[src/hdl/pcs_capture_pkg.sv]
package pcs_capture_pkg;

    // coded block geometry
    localparam int LEN_CODED_BLOCK   = 66;
    localparam int LEN_SYNC          = 2;
    localparam int LEN_BLOCK_TYPE    = 8;
    localparam int LEN_KIND          = 4;

    // capture window
    localparam int CAPTURE_ADDR_BITS = 5;
    localparam int CAPTURE_DEPTH     = 2 ** CAPTURE_ADDR_BITS;    // blocks per window

    typedef logic [LEN_CODED_BLOCK-1:0]   coded_block_t;    // [65:64] sync, [63:56] type
    typedef logic [LEN_SYNC-1:0]          sync_hdr_t;
    typedef logic [LEN_BLOCK_TYPE-1:0]    block_type_t;
    typedef logic [CAPTURE_ADDR_BITS-1:0] capture_addr_t;

    // legal sync headers
    localparam sync_hdr_t SYNC_DATA = 2'b01;
    localparam sync_hdr_t SYNC_CTRL = 2'b10;

    // block-type byte of control blocks
    localparam block_type_t BT_IDLE        = 8'h1e;
    localparam block_type_t BT_START_0     = 8'h78;
    localparam block_type_t BT_START_4     = 8'h33;
    localparam block_type_t BT_OS_START    = 8'h66;
    localparam block_type_t BT_ORDERED_SET = 8'h4b;
    localparam block_type_t BT_TERM_0      = 8'h87;
    localparam block_type_t BT_TERM_1      = 8'h99;
    localparam block_type_t BT_TERM_2      = 8'haa;
    localparam block_type_t BT_TERM_3      = 8'hb4;
    localparam block_type_t BT_TERM_4      = 8'hcc;
    localparam block_type_t BT_TERM_5      = 8'hd2;
    localparam block_type_t BT_TERM_6      = 8'he1;
    localparam block_type_t BT_TERM_7      = 8'hff;

    typedef enum logic [LEN_KIND-1:0] {
        KIND_DATA    = 4'd0,
        KIND_IDLE    = 4'd1,
        KIND_START   = 4'd2,     // S0, S4 and ordered-set start
        KIND_ORDERED = 4'd3,
        KIND_TERM    = 4'd4,     // any of T0..T7
        KIND_ERROR   = 4'd15     // bad sync or unknown type byte
    } block_kind_e;

    // block as stored in the capture memories
    typedef struct packed {
        coded_block_t block;
        block_kind_e  kind;
    } decoded_block_t;

    typedef enum logic [1:0] {
        ST_IDLE,
        ST_FILL,
        ST_FULL
    } capture_state_e;

endpackage

[src/hdl/block_kind_decoder.sv]
`timescale 1ns/10ps

module block_kind_decoder
(
    input  logic                            i_clock,
    input  logic                            i_reset,
    input  logic                            i_valid,
    input  pcs_capture_pkg::coded_block_t   i_block,
    output logic                            o_valid,
    output pcs_capture_pkg::decoded_block_t o_dec
);

    pcs_capture_pkg::sync_hdr_t   sync_hdr;
    pcs_capture_pkg::block_type_t type_byte;
    pcs_capture_pkg::block_kind_e kind;

    // true for the eight terminate types
    function automatic logic is_term(input pcs_capture_pkg::block_type_t bt);
        logic hit;
        case (bt)
            pcs_capture_pkg::BT_TERM_0,
            pcs_capture_pkg::BT_TERM_1,
            pcs_capture_pkg::BT_TERM_2,
            pcs_capture_pkg::BT_TERM_3,
            pcs_capture_pkg::BT_TERM_4,
            pcs_capture_pkg::BT_TERM_5,
            pcs_capture_pkg::BT_TERM_6,
            pcs_capture_pkg::BT_TERM_7:
                hit = 1'b1;
            default:
                hit = 1'b0;
        endcase
        return hit;
    endfunction

    // kind of a block that carries a control sync
    function automatic pcs_capture_pkg::block_kind_e ctrl_kind(
        input pcs_capture_pkg::block_type_t bt
    );
        pcs_capture_pkg::block_kind_e k;
        case (bt)
            pcs_capture_pkg::BT_IDLE:
                k = pcs_capture_pkg::KIND_IDLE;
            pcs_capture_pkg::BT_START_0,
            pcs_capture_pkg::BT_START_4,
            pcs_capture_pkg::BT_OS_START:
                k = pcs_capture_pkg::KIND_START;
            pcs_capture_pkg::BT_ORDERED_SET:
                k = pcs_capture_pkg::KIND_ORDERED;
            default:
            begin
                if (is_term(bt))
                    k = pcs_capture_pkg::KIND_TERM;
                else
                    k = pcs_capture_pkg::KIND_ERROR;    // unlisted type byte
            end
        endcase
        return k;
    endfunction

    assign sync_hdr  = i_block[pcs_capture_pkg::LEN_CODED_BLOCK-1 -: pcs_capture_pkg::LEN_SYNC];
    assign type_byte = i_block[pcs_capture_pkg::LEN_CODED_BLOCK-pcs_capture_pkg::LEN_SYNC-1
                               -: pcs_capture_pkg::LEN_BLOCK_TYPE];

    always_comb
    begin
        case (sync_hdr)
            pcs_capture_pkg::SYNC_DATA:
                kind = pcs_capture_pkg::KIND_DATA;     // payload is not inspected
            pcs_capture_pkg::SYNC_CTRL:
                kind = ctrl_kind(type_byte);
            default:
                kind = pcs_capture_pkg::KIND_ERROR;    // 00 or 11
        endcase
    end

    // one-cycle strobe, aligned with the registered block
    always_ff @(posedge i_clock)
    begin
        if (i_reset)
            o_valid <= 1'b0;
        else
            o_valid <= i_valid;
    end

    // block and kind only move on a strobe
    always_ff @(posedge i_clock)
    begin
        if (i_valid)
        begin
            o_dec.block <= i_block;
            o_dec.kind  <= kind;
        end
    end

endmodule

[src/hdl/capture_bram.sv]
`timescale 1ns/10ps

module capture_bram
#(
    parameter int NB_WORD = 66
)
(
    input  logic                           i_clock,
    input  logic                           i_write_enable,
    input  pcs_capture_pkg::capture_addr_t i_write_addr,
    input  logic [NB_WORD-1:0]             i_data,
    input  logic                           i_read_enable,
    input  pcs_capture_pkg::capture_addr_t i_read_addr,
    output logic [NB_WORD-1:0]             o_data
);

    logic [NB_WORD-1:0] mem [pcs_capture_pkg::CAPTURE_DEPTH];

    always_ff @(posedge i_clock)
    begin
        if (i_write_enable)
            mem[i_write_addr] <= i_data;
    end

    // registered read, holds last word between strobes
    always_ff @(posedge i_clock)
    begin
        if (i_read_enable)
            o_data <= mem[i_read_addr];
    end

endmodule

[src/hdl/capture_control.sv]
`timescale 1ns/10ps

module capture_control
(
    input  logic                            i_clock,
    input  logic                            i_reset,
    input  logic                            i_run,
    input  logic                            i_dec_valid,
    input  pcs_capture_pkg::decoded_block_t i_dec,
    input  logic                            i_read_strobe,
    input  pcs_capture_pkg::capture_addr_t  i_read_addr,
    output logic                            o_full,
    output logic                            o_read_valid,
    output pcs_capture_pkg::coded_block_t   o_read_block,
    output pcs_capture_pkg::block_kind_e    o_read_kind
);

    pcs_capture_pkg::capture_state_e state;
    pcs_capture_pkg::capture_state_e state_next;
    pcs_capture_pkg::capture_addr_t  write_addr;
    logic                            run_prev;
    logic                            run_edge;
    logic                            write_enable;
    logic                            last_addr;
    logic                            read_accept;
    logic [pcs_capture_pkg::LEN_KIND-1:0] kind_rd;

    // rising edge of the run level
    always_ff @(posedge i_clock)
    begin
        if (i_reset)
            run_prev <= 1'b0;
        else
            run_prev <= i_run;
    end

    assign run_edge = i_run & ~run_prev;

    // blocks in the edge cycle are dropped
    assign write_enable = (state == pcs_capture_pkg::ST_FILL) & i_dec_valid & ~run_edge;
    assign last_addr    = (write_addr == pcs_capture_pkg::capture_addr_t'(
                              pcs_capture_pkg::CAPTURE_DEPTH - 1));

    always_comb
    begin
        state_next = state;
        if (run_edge)
            state_next = pcs_capture_pkg::ST_FILL;    // restart from any state
        else if (write_enable && last_addr)
            state_next = pcs_capture_pkg::ST_FULL;
    end

    always_ff @(posedge i_clock)
    begin
        if (i_reset)
            state <= pcs_capture_pkg::ST_IDLE;
        else
            state <= state_next;
    end

    always_ff @(posedge i_clock)
    begin
        if (i_reset || run_edge)
            write_addr <= '0;
        else if (write_enable)
            write_addr <= write_addr + pcs_capture_pkg::capture_addr_t'(1);    // wraps on full
    end

    assign o_full = (state == pcs_capture_pkg::ST_FULL);

    // reads only while the window is complete
    assign read_accept = i_read_strobe & o_full;

    always_ff @(posedge i_clock)
    begin
        if (i_reset)
            o_read_valid <= 1'b0;
        else
            o_read_valid <= read_accept;
    end

    capture_bram
    #(
        .NB_WORD        (pcs_capture_pkg::LEN_CODED_BLOCK)
    )
    u_block_bram
    (
        .i_clock        (i_clock),
        .i_write_enable (write_enable),
        .i_write_addr   (write_addr),
        .i_data         (i_dec.block),
        .i_read_enable  (read_accept),
        .i_read_addr    (i_read_addr),
        .o_data         (o_read_block)
    );

    capture_bram
    #(
        .NB_WORD        (pcs_capture_pkg::LEN_KIND)
    )
    u_kind_bram
    (
        .i_clock        (i_clock),
        .i_write_enable (write_enable),
        .i_write_addr   (write_addr),
        .i_data         (i_dec.kind),
        .i_read_enable  (read_accept),
        .i_read_addr    (i_read_addr),
        .o_data         (kind_rd)
    );

    assign o_read_kind = pcs_capture_pkg::block_kind_e'(kind_rd);

endmodule

[src/hdl/pcs_capture_top.sv]
`timescale 1ns/10ps

module pcs_capture_top
(
    input  logic                           i_clock,
    input  logic                           i_reset,
    input  logic                           i_valid,
    input  pcs_capture_pkg::coded_block_t  i_block,
    input  logic                           i_run,
    input  logic                           i_read_strobe,
    input  pcs_capture_pkg::capture_addr_t i_read_addr,
    output logic                           o_full,
    output logic                           o_read_valid,
    output pcs_capture_pkg::coded_block_t  o_read_block,
    output pcs_capture_pkg::block_kind_e   o_read_kind
);

    logic                            dec_valid;
    pcs_capture_pkg::decoded_block_t dec;    // block plus kind, one cycle late

    block_kind_decoder u_decoder
    (
        .i_clock       (i_clock),
        .i_reset       (i_reset),
        .i_valid       (i_valid),
        .i_block       (i_block),
        .o_valid       (dec_valid),
        .o_dec         (dec)
    );

    capture_control u_capture
    (
        .i_clock       (i_clock),
        .i_reset       (i_reset),
        .i_run         (i_run),
        .i_dec_valid   (dec_valid),
        .i_dec         (dec),
        .i_read_strobe (i_read_strobe),
        .i_read_addr   (i_read_addr),
        .o_full        (o_full),
        .o_read_valid  (o_read_valid),
        .o_read_block  (o_read_block),
        .o_read_kind   (o_read_kind)
    );

endmodule

[config.mk]
export PLATFORM = sky130hd
export DESIGN_NAME = pcs_capture_top
export DESIGN_NICKNAME = d
export VERILOG_FILES = /design/src/hdl/pcs_capture_pkg.sv /design/src/hdl/block_kind_decoder.sv /design/src/hdl/capture_bram.sv /design/src/hdl/capture_control.sv /design/src/hdl/pcs_capture_top.sv
export SDC_FILE = /design/constraint.sdc
export NUM_CORES = 2
export LEC_CHECK = 0
export ABC_AREA = 1
export CAP_MARGIN = 20
export CORE_MARGIN = 2
export CORE_UTILIZATION = 63
export DETAILED_ROUTE_END_ITERATION = 12
export DONT_BUFFER_PORTS = 1
export GPL_TIMING_DRIVEN = 0
export PLACE_DENSITY_LB_ADDON = 0.15
export REMOVE_ABC_BUFFERS = 1
export SYNTH_ARGS = -nofsm -noshare
export SYNTH_HDL_FRONTEND = slang
export SYNTH_HIERARCHICAL = 1
export SYNTH_SLANG_ARGS = --single-unit
export TNS_END_PERCENT = 1
[constraint.sdc]
create_clock -name i_clock -period 8 [get_ports i_clock]
set_input_delay 1.6 -clock i_clock [delete_from_list [all_inputs] [get_ports i_clock]]
set_output_delay 1.6 -clock i_clock [all_outputs]
set_load 0.01 [all_outputs]
==> impl_metrics.xml <==
<?xml version="1.0" encoding="UTF-8"?>
<metrics>
  <group name="final_layout">
    <metric name="finish.net_count" unit="">7671</metric>
    <metric name="drive_gt1_frac" unit="">0.0665</metric>
    <metric name="syn_to_final_growth" unit="%">11.7</metric>
    <metric name="num-fill-cells" unit="">9650</metric>
  </group>
  <group name="timing">
    <metric name="setup_viol" unit="">0</metric>
    <metric name="grt_setup_unrepaired" unit="">false</metric>
    <metric name="hold_ws" unit="ns">0.584</metric>
    <metric name="period_share" unit="">0.971</metric>
    <metric name="finClkSkew" unit="ns">0.0351</metric>
    <metric name="report.final.slew_viol_count" unit="">1308</metric>
    <metric name="tightest_slew" unit="ns">7.64</metric>
    <metric name="achievable-frequency" unit="MHz">129</metric>
    <metric name="relSlewSlack" unit="">-4.09</metric>
    <metric name="final-hold-violation-count" unit="">0</metric>
    <metric name="min_period" unit="ns">7.77</metric>
  </group>
  <group name="clock_tree">
    <metric name="clock-root-buffer" unit="">clkbuf_16</metric>
    <metric name="htree_levels" unit="">4</metric>
    <metric name="cts_repair_resizes" unit="">0</metric>
    <metric name="tritoncts" unit="">yes</metric>
    <metric name="ctsHoldBuffers" unit="">0</metric>
    <metric name="clock_pin_transition_on_the_worst_setup_and_hold_timing_paths" unit="ns">0.06</metric>
    <metric name="clkLatencyLatePin" unit="ns">0.87</metric>
    <metric name="numClockSinks" unit="">2390</metric>
    <metric name="cts_made_buffers" unit="">227</metric>
    <metric name="cts_post_setup_buffers_inserted" unit="">0</metric>
    <metric name="clk_path_buf_depth" unit="">3</metric>
  </group>
  <group name="die">
    <metric name="floorplan.initialDensity" unit="">0.634</metric>
    <metric name="die_height" unit="um">392</metric>
    <metric name="die-area" unit="mm^2">0.154</metric>
    <metric name="row_count" unit="">142</metric>
    <metric name="die_width" unit="um">392</metric>
    <metric name="core_area" unit="mm^2">0.150</metric>
    <metric name="design.portCount" unit="">148</metric>
  </group>
  <group name="drt">
    <metric name="drtPass1Iterations" unit="">7</metric>
    <metric name="routed_wirelength" unit="mm">253</metric>
    <metric name="drt_first_iter_violations" unit="">8612</metric>
    <metric name="routedWlPerCell" unit="um">25.8</metric>
    <metric name="drt-vias-per-instance" unit="">6.28</metric>
    <metric name="postRouteAntennaNets" unit="">0</metric>
    <metric name="drc_errors" unit="">0</metric>
    <metric name="via_count" unit="">61500</metric>
  </group>
  <group name="critical_path">
    <metric name="regToRegEndpoint" unit="">u_capture/u_block_bram/mem[26][30]</metric>
    <metric name="regToRegStartpoint" unit="">u_capture/state[1]</metric>
    <metric name="timing.critical_path.fanout_max" unit="">1122</metric>
    <metric name="timing_worst_setup_path_type" unit="">input port to register</metric>
    <metric name="required_arrival_time_at_the_worst_endpoint" unit="ns">8.71</metric>
    <metric name="endpoint_kind" unit="">register</metric>
    <metric name="rr_worst_depth" unit="">8</metric>
    <metric name="startpoint" unit="">i_read_addr[0]</metric>
    <metric name="r2r_slack" unit="ns">4.31</metric>
    <metric name="startpoint_type" unit="">input port</metric>
    <metric name="critPathArrivalTime" unit="ns">8.47</metric>
  </group>
  <group name="yosys">
    <metric name="postSynth.topFlopCell" unit="">edfxtp_1</metric>
    <metric name="synth-warning-count" unit="">6</metric>
    <metric name="ys_seq_elements" unit="">2390</metric>
    <metric name="netlist_top_cells_count" unit="">nand2_1 (2671), edfxtp_1 (2380), nand3_1 (1975), buf_2 (255), nor2_1 (104)</metric>
    <metric name="netlist_instances" unit="">7678</metric>
    <metric name="synth-seq-area-share" unit="">0.755</metric>
    <metric name="post-synth-top-count-cell" unit="">nand2_1</metric>
    <metric name="synth_edf_count" unit="">2380</metric>
    <metric name="synth.top_cells.by_area" unit="">edfxtp_1 (75%), nand2_1 (11%), nand3_1 (10%)</metric>
    <metric name="synth-async-reset-ratio" unit="">0</metric>
    <metric name="mappedNetlistArea" unit="mm^2">0.0949</metric>
    <metric name="synth.avg_cell_area" unit="um^2">12.4</metric>
    <metric name="synth_top_cell_by_area" unit="">edfxtp_1</metric>
    <metric name="yosys.cell_types.count" unit="">29</metric>
    <metric name="synth_top_area_share" unit="">0.753</metric>
  </group>
  <group name="power_and_ir_drop">
    <metric name="leakage" unit="uW">0.0373</metric>
    <metric name="report.power.total" unit="uW">25800</metric>
    <metric name="switching_share" unit="">0.207</metric>
    <metric name="comb_power_share" unit="">0.037</metric>
    <metric name="cell_internal_pwr" unit="uW">20400</metric>
    <metric name="share_seq_of_total_power" unit="">0.549</metric>
    <metric name="power_frac_clock" unit="">0.414</metric>
    <metric name="max-vdd-ir-drop" unit="V">0.000197</metric>
    <metric name="p_per_area" unit="mW/mm^2">243</metric>
    <metric name="p_sw" unit="uW">5330</metric>
  </group>
  <group name="worst_hold_path">
    <metric name="worst_hold_path_cell_count" unit="">1</metric>
    <metric name="hold_start" unit="">u_capture/state[0]</metric>
    <metric name="worstHoldPathType" unit="">register to register</metric>
    <metric name="hold-path-endpoint" unit="">u_capture/o_read_valid</metric>
  </group>
  <group name="outcome">
    <metric name="status" unit="">finished with violations</metric>
    <metric name="failed_checks" unit="">slew limit</metric>
  </group>
  <group name="placement">
    <metric name="place.gp.congestion" unit="">0.751</metric>
    <metric name="portBuffers" unit="">0</metric>
    <metric name="hpwlAfterDp" unit="mm">130</metric>
  </group>
  <group name="grt">
    <metric name="track_usage" unit="">0.328</metric>
    <metric name="global_route_overflow" unit="">0</metric>
    <metric name="grt_start_max_net_pins" unit="">1123</metric>
    <metric name="first_global_vias" unit="">57500</metric>
    <metric name="antenna_found_initial" unit="">20</metric>
    <metric name="global_route_wire_length_before_repair" unit="mm">368</metric>
  </group>
  <group name="job">
    <metric name="drv.max_cap_violation_count" unit="">0</metric>
  </group>
</metrics>
[worst max-delay path, cell delays in order]
cell and delay [ns]:
inv_2 1.91, buf_12 0.34, nand2_1 0.11, nand3_1 0.09, nand3_1 0.18, nand2_1 0.13, nand2_1 0.06, nand2_1 0.08
nand2_1 0.08, nand2_1 0.13
[state kept, by name, summed over array words and instances (netlist names)]
name and count:
u_capture/o_read_valid 1, u_capture/state 2, u_capture/u_block_bram/o_data 66, u_capture/u_block_bram/mem 2112, u_capture/u_kind_bram/o_data 4, u_capture/write_addr 5
u_capture/u_kind_bram/mem 128, u_capture/run_prev 1, u_decoder/o_valid 1, u_decoder/o_dec 70
[routing by layer]
layer / track usage / vias to the layer above / wire length (um) / part of all wire
li1: - / 27000 / - / -
met1: 0.475 / 30100 / 96400 / 0.38
met2: 0.499 / 3747 / 116000 / 0.46
met3: 0.0609 / 661 / 30500 / 0.12
met4: 0.134 / 12 / 10600 / 0.042
met5: 0 / - / 84 / 0.00033
[metrics by stage]
step / area (um^2) / utilization / worst slack, ns / instances / setup TNS (ns)
floorplan: 92300 / - / 0.701 / 7201 / 0
global placement: 94800 / 0.633 / -4.70 / 9217 / -6778.52
detailed placement: 98600 / 0.658 / 2.69 / 9376 / 0
CTS: 106000 / 0.707 / 3.62 / 9792 / 0
global route: 106000 / 0.708 / 3.10 / 9801 / 0
finish: 106000 / 0.708 / 0.234 / 9803 / 0
[logic make-up after synthesis]
kind of cell | synth area share
and+or+nand+nor | 0.215
DFF | 0.755
buffers and inverters | 0.0295
AOI/OAI and AO/OA | 0.000606
adders and majority gates | 0.000264
[area by class of cell]
type / instances / area (um^2) / share of cell area
flip-flops and latches: 2390 / 71700 / 0.676
multi-input cells: 4770 / 20700 / 0.195
clock buffers: 278 / 5940 / 0.0560
repair buffers: 163 / 3580 / 0.0338
well taps: 2016 / 2520 / 0.0238
clock inverters: 138 / 1430 / 0.0135
inverters: 41 / 195 / 0.00184
diodes: 7 / 17.5 / 0.000165
[worst max path at each step]
stage | endpoint | cells past startpoint
finish | u_capture/u_kind_bram/o_data[1] | 10
global route | u_capture/u_block_bram/o_data[54] | 11
CTS | u_capture/u_block_bram/o_data[54] | 11
detailed placement | u_capture/u_block_bram/o_data[54] | 11
global placement | u_capture/u_block_bram/o_data[24] | 5
floorplan | u_capture/u_block_bram/o_data[12] | 9
[power by group through the flow]
| stage | clock [uW] | sequential (uW) | combinational, uW |
|---|---|---|---|
| CTS | 10800 | 14100 | 848 |
| finish | 10700 | 14100 | 950 |
| floorplan | 0 | 14300 | 667 |
| global route | 11200 | 14200 | 977 |
| detailed placement | 0 | 14400 | 839 |
| global placement | 0 | 14400 | 957 |
[cells in the final DEF (no fill, tap or decap), drive strengths merged, types with 10 or more instances in the layout]
cell and n:
buf 163, bufinv 28, clkbuf 278, clkinv 96, dfxtp 10, edfxtp 2380
inv 47, nand2 2672, nand3 1976, nor2 105
(Power assumes the default switching activity.)
